[config.mk]
export PLATFORM = sky130hd
export DESIGN_NAME = reservation_station
export DESIGN_NICKNAME = d
export VERILOG_FILES = /design/src/verilog/issue_pkg.sv /design/src/verilog/reservation_station.sv
export SDC_FILE = /design/constraint.sdc
export NUM_CORES = 1
export LEC_CHECK = 0
export BUFFER_PORTS_ARGS = -buffer_cell sky130_fd_sc_hd__buf_2
export CAP_MARGIN = 0
export CORE_UTILIZATION = 53
export CTS_BUF_LIST = sky130_fd_sc_hd__clkbuf_16
export CTS_CLUSTER_DIAMETER = 100
export DETAILED_ROUTE_END_ITERATION = 7
export PLACE_DENSITY = 0.92
export SYNTH_ARGS = -nofsm -noshare
export SYNTH_HDL_FRONTEND = slang
export SYNTH_SLANG_ARGS = --single-unit
[constraint.sdc]
create_clock -name clock -period 3.6 [get_ports clock]
set_clock_uncertainty 0.1 [all_clocks]
set_input_delay 0.54 -clock clock [delete_from_list [all_inputs] [get_ports clock]]
set_output_delay 0.54 -clock clock [all_outputs]
set_load 0.01 [all_outputs]
[src/verilog/issue_pkg.sv]
package issue_pkg;

  localparam int data_width = 32;
  localparam int half_width = 16;  // Multiplier partial product split
  localparam int tag_width = 6;
  localparam int num_regs = 64;
  localparam int rob_width = 4;
  localparam int op_width = 4;
  localparam int imm_width = 16;
  localparam int num_entries = 3;
  localparam int entry_idx_width = 2;

  localparam logic [tag_width-1:0] zero_tag = '0;  // Never renamed to and reads as zero

  // Bit 3 selects the immediate form
  localparam logic [op_width-1:0] op_add = 4'd0;
  localparam logic [op_width-1:0] op_sub = 4'd1;
  localparam logic [op_width-1:0] op_and = 4'd2;
  localparam logic [op_width-1:0] op_xor = 4'd3;
  localparam logic [op_width-1:0] op_mul = 4'd4;
  localparam logic [op_width-1:0] op_addi = 4'd8;
  localparam logic [op_width-1:0] op_xori = 4'd9;
  localparam logic [op_width-1:0] op_muli = 4'd12;

  localparam logic unit_alu = 1'b0;
  localparam logic unit_mult = 1'b1;

  // Station type per entry with bit i for entry i
  localparam logic [num_entries-1:0] entry_unit = {unit_mult, unit_alu, unit_alu};

  typedef union packed {
    struct packed {
      logic [op_width-1:0] op;
      logic [tag_width-1:0] dest;
      logic [tag_width-1:0] src1;
      logic [tag_width-1:0] src2;
      logic [9:0] unused;
    } reg_form;
    struct packed {
      logic [op_width-1:0] op;
      logic [tag_width-1:0] dest;
      logic [tag_width-1:0] src1;
      logic [imm_width-1:0] imm;
    } imm_form;
  } dispatch_word_u;

endpackage

[src/verilog/reservation_station.sv]
`timescale 1ns/1ps

module reservation_station (
  input  logic clock,
  input  logic reset,
  input  logic dispatch_req,
  input  issue_pkg::dispatch_word_u dispatch_word,
  input  logic [issue_pkg::rob_width-1:0] dispatch_rob,
  output logic dispatch_ack,
  output logic [issue_pkg::tag_width-1:0] src1_tag,
  output logic [issue_pkg::tag_width-1:0] src2_tag,
  input  logic src1_ready,
  input  logic [issue_pkg::data_width-1:0] src1_value,
  input  logic src2_ready,
  input  logic [issue_pkg::data_width-1:0] src2_value,
  output logic alloc_en,
  output logic [issue_pkg::tag_width-1:0] alloc_tag,
  input  logic cdb_valid,
  input  logic [issue_pkg::tag_width-1:0] cdb_tag,
  input  logic [issue_pkg::data_width-1:0] cdb_value,
  input  logic rollback_en,
  input  logic [issue_pkg::rob_width-1:0] rollback_rob,
  input  logic [issue_pkg::rob_width-1:0] rollback_count,
  input  logic [issue_pkg::num_entries-1:0] unit_ready,
  output logic [issue_pkg::num_entries-1:0] issue_valid,
  output logic [issue_pkg::num_entries-1:0][issue_pkg::op_width-1:0] issue_op,
  output logic [issue_pkg::num_entries-1:0][issue_pkg::data_width-1:0] issue_a,
  output logic [issue_pkg::num_entries-1:0][issue_pkg::data_width-1:0] issue_b,
  output logic [issue_pkg::num_entries-1:0][issue_pkg::tag_width-1:0] issue_tag,
  output logic [issue_pkg::num_entries-1:0][issue_pkg::rob_width-1:0] issue_rob
);

  logic [issue_pkg::num_entries-1:0] busy;
  logic [issue_pkg::num_entries-1:0][issue_pkg::op_width-1:0] op_q;
  logic [issue_pkg::num_entries-1:0][issue_pkg::tag_width-1:0] dest_q;
  logic [issue_pkg::num_entries-1:0][issue_pkg::rob_width-1:0] rob_q;
  logic [issue_pkg::num_entries-1:0][issue_pkg::tag_width-1:0] tag1_q;
  logic [issue_pkg::num_entries-1:0][issue_pkg::tag_width-1:0] tag2_q;
  logic [issue_pkg::num_entries-1:0] ready1_q;
  logic [issue_pkg::num_entries-1:0] ready2_q;
  logic [issue_pkg::num_entries-1:0][issue_pkg::data_width-1:0] value1_q;
  logic [issue_pkg::num_entries-1:0][issue_pkg::data_width-1:0] value2_q;
  logic [issue_pkg::num_entries-1:0] hit1;  // Bus carries operand 1 now
  logic [issue_pkg::num_entries-1:0] hit2;
  logic [issue_pkg::num_entries-1:0] ready1;
  logic [issue_pkg::num_entries-1:0] ready2;
  logic [issue_pkg::num_entries-1:0][issue_pkg::rob_width-1:0] rob_diff;
  logic [issue_pkg::num_entries-1:0] rolled;
  logic is_imm;
  logic is_mult;
  logic found;
  logic [issue_pkg::entry_idx_width-1:0] free_idx;
  logic accept;
  logic [issue_pkg::data_width-1:0] imm_value;
  logic op2_ready;
  logic [issue_pkg::data_width-1:0] op2_value;

  assign src1_tag = dispatch_word.reg_form.src1;
  assign src2_tag = dispatch_word.reg_form.src2;  // Ignored for the immediate form

  assign is_imm = dispatch_word.imm_form.op[3];
  assign is_mult = dispatch_word.reg_form.op == issue_pkg::op_mul ||
                   dispatch_word.reg_form.op == issue_pkg::op_muli;
  assign imm_value = {{(issue_pkg::data_width - issue_pkg::imm_width)
                       {dispatch_word.imm_form.imm[issue_pkg::imm_width-1]}},
                      dispatch_word.imm_form.imm};
  assign op2_ready = is_imm || src2_ready;
  assign op2_value = is_imm ? imm_value : src2_value;

  // Lowest free entry of the matching type
  always_comb begin
    found = 1'b0;
    free_idx = '0;
    for (int i = issue_pkg::num_entries - 1; i >= 0; i--) begin
      if (!busy[i] && issue_pkg::entry_unit[i] == is_mult) begin
        found = 1'b1;
        free_idx = issue_pkg::entry_idx_width'(i);
      end
    end
  end

  assign accept = dispatch_req && !dispatch_ack && found && !rollback_en;
  assign alloc_en = accept;
  assign alloc_tag = dispatch_word.reg_form.dest;

  always_comb begin
    for (int i = 0; i < issue_pkg::num_entries; i++) begin
      hit1[i] = cdb_valid && cdb_tag != issue_pkg::zero_tag && tag1_q[i] == cdb_tag;
      hit2[i] = cdb_valid && cdb_tag != issue_pkg::zero_tag && tag2_q[i] == cdb_tag;
      ready1[i] = ready1_q[i] || hit1[i];  // Woken in the same cycle
      ready2[i] = ready2_q[i] || hit2[i];
      rob_diff[i] = rob_q[i] - rollback_rob;  // Wraps modulo 16
      rolled[i] = rollback_en && busy[i] && rob_diff[i] <= rollback_count;
      issue_valid[i] = busy[i] && ready1[i] && ready2[i] && unit_ready[i] && !rolled[i];
      issue_op[i] = op_q[i];
      issue_a[i] = ready1_q[i] ? value1_q[i] : cdb_value;
      issue_b[i] = ready2_q[i] ? value2_q[i] : cdb_value;
      issue_tag[i] = dest_q[i];
      issue_rob[i] = rob_q[i];
    end
  end

  always_ff @(posedge clock) begin
    if (reset) begin
      dispatch_ack <= 1'b0;
      busy <= '0;
      ready1_q <= '0;
      ready2_q <= '0;
    end else begin
      if (accept) begin
        dispatch_ack <= 1'b1;
      end else if (!dispatch_req) begin
        dispatch_ack <= 1'b0;  // Four-phase return to idle
      end
      ready1_q <= ready1;
      ready2_q <= ready2;
      for (int i = 0; i < issue_pkg::num_entries; i++) begin
        if (rolled[i] || issue_valid[i]) begin
          busy[i] <= 1'b0;
        end
      end
      if (accept) begin
        busy[free_idx] <= 1'b1;
        ready1_q[free_idx] <= src1_ready;
        ready2_q[free_idx] <= op2_ready;
      end
    end
  end

  always_ff @(posedge clock) begin
    for (int i = 0; i < issue_pkg::num_entries; i++) begin
      if (hit1[i] && !ready1_q[i]) begin
        value1_q[i] <= cdb_value;  // Capture broadcast result
      end
      if (hit2[i] && !ready2_q[i]) begin
        value2_q[i] <= cdb_value;
      end
    end
    if (accept) begin
      op_q[free_idx] <= dispatch_word.reg_form.op;
      dest_q[free_idx] <= dispatch_word.reg_form.dest;
      rob_q[free_idx] <= dispatch_rob;
      tag1_q[free_idx] <= dispatch_word.reg_form.src1;
      tag2_q[free_idx] <= is_imm ? issue_pkg::zero_tag : dispatch_word.reg_form.src2;
      value1_q[free_idx] <= src1_value;
      value2_q[free_idx] <= op2_value;
    end
  end

endmodule

-- Word-level counts from Yosys, hierarchy flattened
Cells that the tools add are included.
- bits in registers: 280
- bits of input ports: 156
- word-level logic and storage cells: 158
- add/sub/neg operators: 3
- magnitude comparators: 5
- equal/unequal tests: 9
- mux-type cells: 50
- bitwise gates (word level): 2
- reductions and logical operators: 64
- operators with widths (kind ; count):
    32-bit two-way mux ; 14
    96-bit bitwise mux ; 2
    96-bit two-way mux ; 2
    32-bit demux with 2-bit select ; 1
    18-bit bitwise mux ; 3
    1-bit logical AND ; 38
    6-bit equality test ; 6
    12-bit bitwise mux ; 2
    1-bit logical NOT ; 14
    6-bit demux with 2-bit select ; 1
    4-bit <= comparator ; 3
    1-bit two-way mux ; 12
    6-bit two-way mux ; 2
    4-bit subtractor ; 3
    1-bit logical OR ; 11
    3-bit two-way mux ; 3
    4-bit demux with 2-bit select ; 1
    3-bit bitwise mux ; 2
    2-bit two-way mux ; 3
    6-bit nonzero test ; 1
    4-bit by 3-bit equality test with 1-bit output (second input constant) ; 1
    4-bit equality test (second input constant) ; 1
    4-bit two-way mux ; 1
    2-bit by 3-bit < comparator with 1-bit output (second input constant) ; 1
    5 further kinds ; 5

-- Longest topological paths before layout
- depth in word-level cells: 13
- mapped depth: 12

-- Worst setup path before layout
No wires, ideal clock.
- kind: input -> register
- start: input rollback_en
- end: register op_q (netlist bit issue_op[0]), enable pin
- setup time: 0.400 ns
- arrival: 2.487 ns
- path slack: 0.612 ns
- cell stages on the path: 4
- path through: or3b_1 -> nor3_1 -> buf_2 -> clkbuf_1
- word-level cells in the longest chain between the ends: 2
- RTL lines (item ; line ; source):
    start: declaration ; reservation_station.sv:21 ; input logic rollback_en,
    1-bit logical NOT ; reservation_station.sv:82 ; assign accept = dispatch_req && !dispatch_ack && found && !rollback_en;
    1-bit logical AND ; reservation_station.sv:82 ;
    end signal: indexed assignment ; reservation_station.sv:140 ; op_q[free_idx] <= dispatch_word.reg_form.op;
    end: declaration ; reservation_station.sv:34 ; logic [issue_pkg::num_entries-1:0][issue_pkg::op_width-1:0] op_q;
Every way passes these cells.
A chain may end at the register's enable or synchronous reset.

-- Worst setup path after layout
- start: register rob_q (netlist bit issue_rob[1])
- end: output issue_valid[0] (netlist name)
- word-level cells in the longest chain between the ends: 5
- RTL lines (item ; line ; source):
    start: declaration ; reservation_station.sv:36 ; logic [issue_pkg::num_entries-1:0][issue_pkg::rob_width-1:0] rob_q;
    start signal: indexed assignment ; reservation_station.sv:142 ; rob_q[free_idx] <= dispatch_rob;
    4-bit subtractor ; reservation_station.sv:92 ; rob_diff[i] = rob_q[i] - rollback_rob;
    4-bit <= comparator ; reservation_station.sv:93 ; rolled[i] = rollback_en && busy[i] && rob_diff[i] <= rollback_count;
    1-bit logical AND ; reservation_station.sv:93 ;
    1-bit logical NOT ; reservation_station.sv:94 ; issue_valid[i] = busy[i] && ready1[i] && ready2[i] && unit_ready[i] && !rolled[i];
    1-bit logical AND ; reservation_station.sv:94 ;
    end: declaration ; reservation_station.sv:25 ; output logic [issue_pkg::num_entries-1:0] issue_valid,
Every way passes these cells.

==> impl_metrics.json <==
{
  "hold_end": "issue_rob[5]",
  "grt_pass1_vias": 12000,
  "dieHeight_um": 169,
  "crit_arrival_ns": 2.87,
  "grt-ovfl-total": 0,
  "layout.nets": 1937,
  "routed_via_density": 5.66,
  "met3_usage_pct": 6.92,
  "clock_latency_ns": 0.55,
  "place_congestion": 0.877,
  "start_util_pct": 54.3,
  "ir_worst_vdd_mv": 0.524,
  "core_mm2": 0.0271,
  "busiest_layer": "met2",
  "dieWidth_um": 169,
  "synth-seq-area-share_pct": 43.4,
  "cts.clk_slew.worst_paths_ns": 0.06,
  "path_class": "reg2out",
  "cts_hold_buffers": 0,
  "r2r-end": "busy[0]",
  "p_leak_nw": 6.87,
  "syn_inst": 1433,
  "yosys.area_share.simple_pct": 7.93,
  "synth_top_family_by_area": "multiplexers",
  "first_pass_iters": 6,
  "clkPwrFrac_pct": 34.8,
  "cp.required_ns": 2.96,
  "hold_viol": 0,
  "htreeDepth": 1,
  "fillers": 1991,
  "final_cells": 2154,
  "port_buffers": 412,
  "period_needed_ns": 3.51,
  "ant_nets": 0,
  "antenna_found_initial": 2,
  "p_total_w": 0.00911,
  "synthMuxAreaShare_pct": 29.0,
  "status": "complete, no violations",
  "tritoncts": "built",
  "synth_edf_count": 78,
  "ys_ff_latch": 280,
  "slew_headroom_pct": 21.2,
  "min_path_cells": 1,
  "gr-usage-met1_pct": 35.5,
  "cts.path.max_buffers": 3,
  "dieArea_mm2": 0.0284,
  "r2r-start": "issue_rob[1]",
  "grt_util_met2_pct": 50.8,
  "drt-initial-drc-count": 1016,
  "register_area_mm2": 0.00639,
  "power.switching_w": 0.00251,
  "multi_input_area_mm2": 0.00752,
  "drv_cap": 0,
  "max_clock_freq_mhz": 285,
  "io_pins": 413,
  "worst_hold_slack_ns": 0.0990,
  "reg2reg_slack_ns": 1.18,
  "min_from": "dispatch_rob[1]",
  "swShare_pct": 27.6,
  "seq_power_share_pct": 46.8,
  "finalInstanceArea_mm2": 0.0179,
  "end_kind": "output pin",
  "ys_dominant_reg_cell": "dfxtp_1",
  "drc": 0,
  "cts_buffers": 30,
  "grt_max_degree": 89,
  "synth_fp_nets": 1613,
  "drive_gt1_share_pct": 40.0,
  "yosys.area_share.xor_xnor_pct": 2.68,
  "clock_sinks": 280,
  "grt_pass1_wl_um": 66200,
  "comb_power_share_pct": 18.5,
  "setup_viol": 0,
  "async_flop_share_pct": 0,
  "fin_tns_setup_ns": 0,
  "avgSynthCellArea_um2": 10.3,
  "timing.critical_path.from": "issue_rob[1]",
  "internal_power_w": 0.00660,
  "wl_per_cell_um": 20.3,
  "grt_use_total_pct": 29.6,
  "dpl.cell_count": 2092,
  "post_dp_cell_area_mm2": 0.0168,
  "hold_class": "in2reg",
  "period_share_pct": 97.4,
  "yosys_warnings": 0,
  "tightestPinTransition_ns": 1.18,
  "ys_types": 43,
  "syn2layout_area_growth_pct": 21.3,
  "root_buffer": "clkbuf_16",
  "route.vias.total": 12200,
  "critPathMaxFanout": 3,
  "syn_area_mm2": 0.0147,
  "place_hpwl_um": 29600,
  "drt_wl_total_um": 43600,
  "synth-adder-area-share_pct": 2.19,
  "reg2reg_depth": 10,
  "power_density_mw_per_mm2": 510,
  "cp-start-kind": "register",
  "num_rows": 60,
  "synth-compound-area-share_pct": 8.71,
  "slew_viol_final": 0
}
==> worst max-delay path, stage by stage, from the launching register on <==
cell and delay [ns]:
edfxtp_1 0.44, ha_1 0.32, a21o_1 0.19, a21oi_2 0.16, xnor2_1 0.10, ha_1 0.35, nand4_1 0.14, nand2_1 0.12
nand2_1 0.10, a31oi_4 0.19, nor3_2 0.07, buf_2 0.14
==> what timing repair did <==
| item | CTS | global route |
|---|---|---|
| buffers inserted | 0 | 5 |
| resized for setup | 0 | 10 |
| setup endpoints to repair | 0 | 3 |
==> stage by stage <==
| step | worst slack, ns | util (%) |
|---|---|---|
| 2_1_floorplan | 0.612 | - |
| 3_3_place_gp | 0.390 | 61.8 |
| 3_5_place_dp | 0.243 | 61.8 |
| 4_1_cts | 0.0592 | 65.6 |
| 5_1_grt | -0.0467 | 65.9 |
| 6_report | 0.0941 | 65.9 |
==> flip-flops by register name (all words and copies together), names as in the netlist <==
signal / count
issue_tag: 18
dispatch_ack: 1
value2_q: 96
ready1_q: 3
value1_q: 96
tag1_q: 18
busy: 3
issue_rob: 12
tag2_q: 18
ready2_q: 3
issue_op: 12
==> cells by family after synthesis <==
kind of cell	after synthesis
xor+xnor	45
simple gates	261
buf+inv	182
fa+ha+maj	24
compound gates	240
flops	280
mux	401
==> per-layer routing <==
| metal | vias to the layer above | wire [um] |
|---|---|---|
| met1 | 5791 | 17200 |
| met3 | 112 | 3580 |
| met2 | 599 | 21300 |
| met4 | 0 | 1560 |
| li1 | 5688 | - |
| met5 | - | 0 |
==> final cells by class <==
cell class                 instances  area share (%)
antenna                            2          0.0280
clock buffer                      31            4.34
clock inverter                    24            1.30
inverter                          36           0.771
multi-input combinational        971            42.1
sequential                       280            35.8
tap                              372            2.61
timing repair buffer             438            13.1
==> layout by cell type, fill, tap and decap left out, drive strengths merged, types with 2 or more instances in the layout <==
| cell | count |
|---|---|
| fa | 3 |
| nor2 | 27 |
| nand4 | 10 |
| xor2 | 3 |
| a211oi | 7 |
| and3b | 2 |
| ha | 21 |
| a21o | 3 |
| nor4 | 7 |
| nor3 | 6 |
| diode | 2 |
| mux2 | 207 |
| o31ai | 7 |
| nand2b | 2 |
| a31oi | 2 |
| inv | 43 |
| edfxtp | 78 |
| clkinv | 11 |
| nor2b | 10 |
| nand2 | 191 |
| o21ai | 198 |
| bufinv | 5 |
| clkbuf | 31 |
| xnor2 | 42 |
| mux2i | 194 |
| buf | 438 |
| dfxtp | 202 |
| a21oi | 20 |
==> worst max-delay path by stage <==
| stage | end | slack [ns] | cells past startpoint |
|---|---|---|---|
| 2_1_floorplan | issue_op[0] | 0.61 | 4 |
| 6_report | issue_valid[0] | 0.09 | 11 |
| 4_1_cts | issue_valid[0] | 0.06 | 11 |
| 3_5_place_dp | issue_valid[0] | 0.24 | 13 |
| 3_3_place_gp | issue_valid[1] | 0.39 | 13 |
| 5_1_grt | issue_valid[2] | -0.05 | 11 |
==> power by group through the flow <==
stage,logic (W),clock network (W),registers (W)
finish,0.00168,0.00317,0.00426
CTS,0.00166,0.00319,0.00424
global placement,0.00155,0,0.00425
global route,0.00185,0.00333,0.00432
detailed placement,0.00165,0,0.00430
floorplan,0.00115,0,0.00416
==> synth_stat cells, drive strengths merged, types with 2 or more instances <==
cell,instances,area (um^2)
a211oi,7,62.6
a21o,3,22.5
a21oi,20,100
a31oi,2,12.5
and3b,2,17.5
buf,84,527
clkbuf,62,233
dfxtp,202,4040
edfxtp,78,2340
fa,3,60.1
ha,21,263
inv,35,131
mux2,207,2330
mux2i,194,1940
nand2,191,717
nand2b,2,12.5
nand4,10,62.6
nor2,27,101
nor2b,10,62.6
nor3,6,30.0
nor4,7,116
o21ai,198,991
o31ai,7,66.3
xnor2,42,368
xor2,3,26.3
No activity file was read; power rests on OpenSTA's default activity.
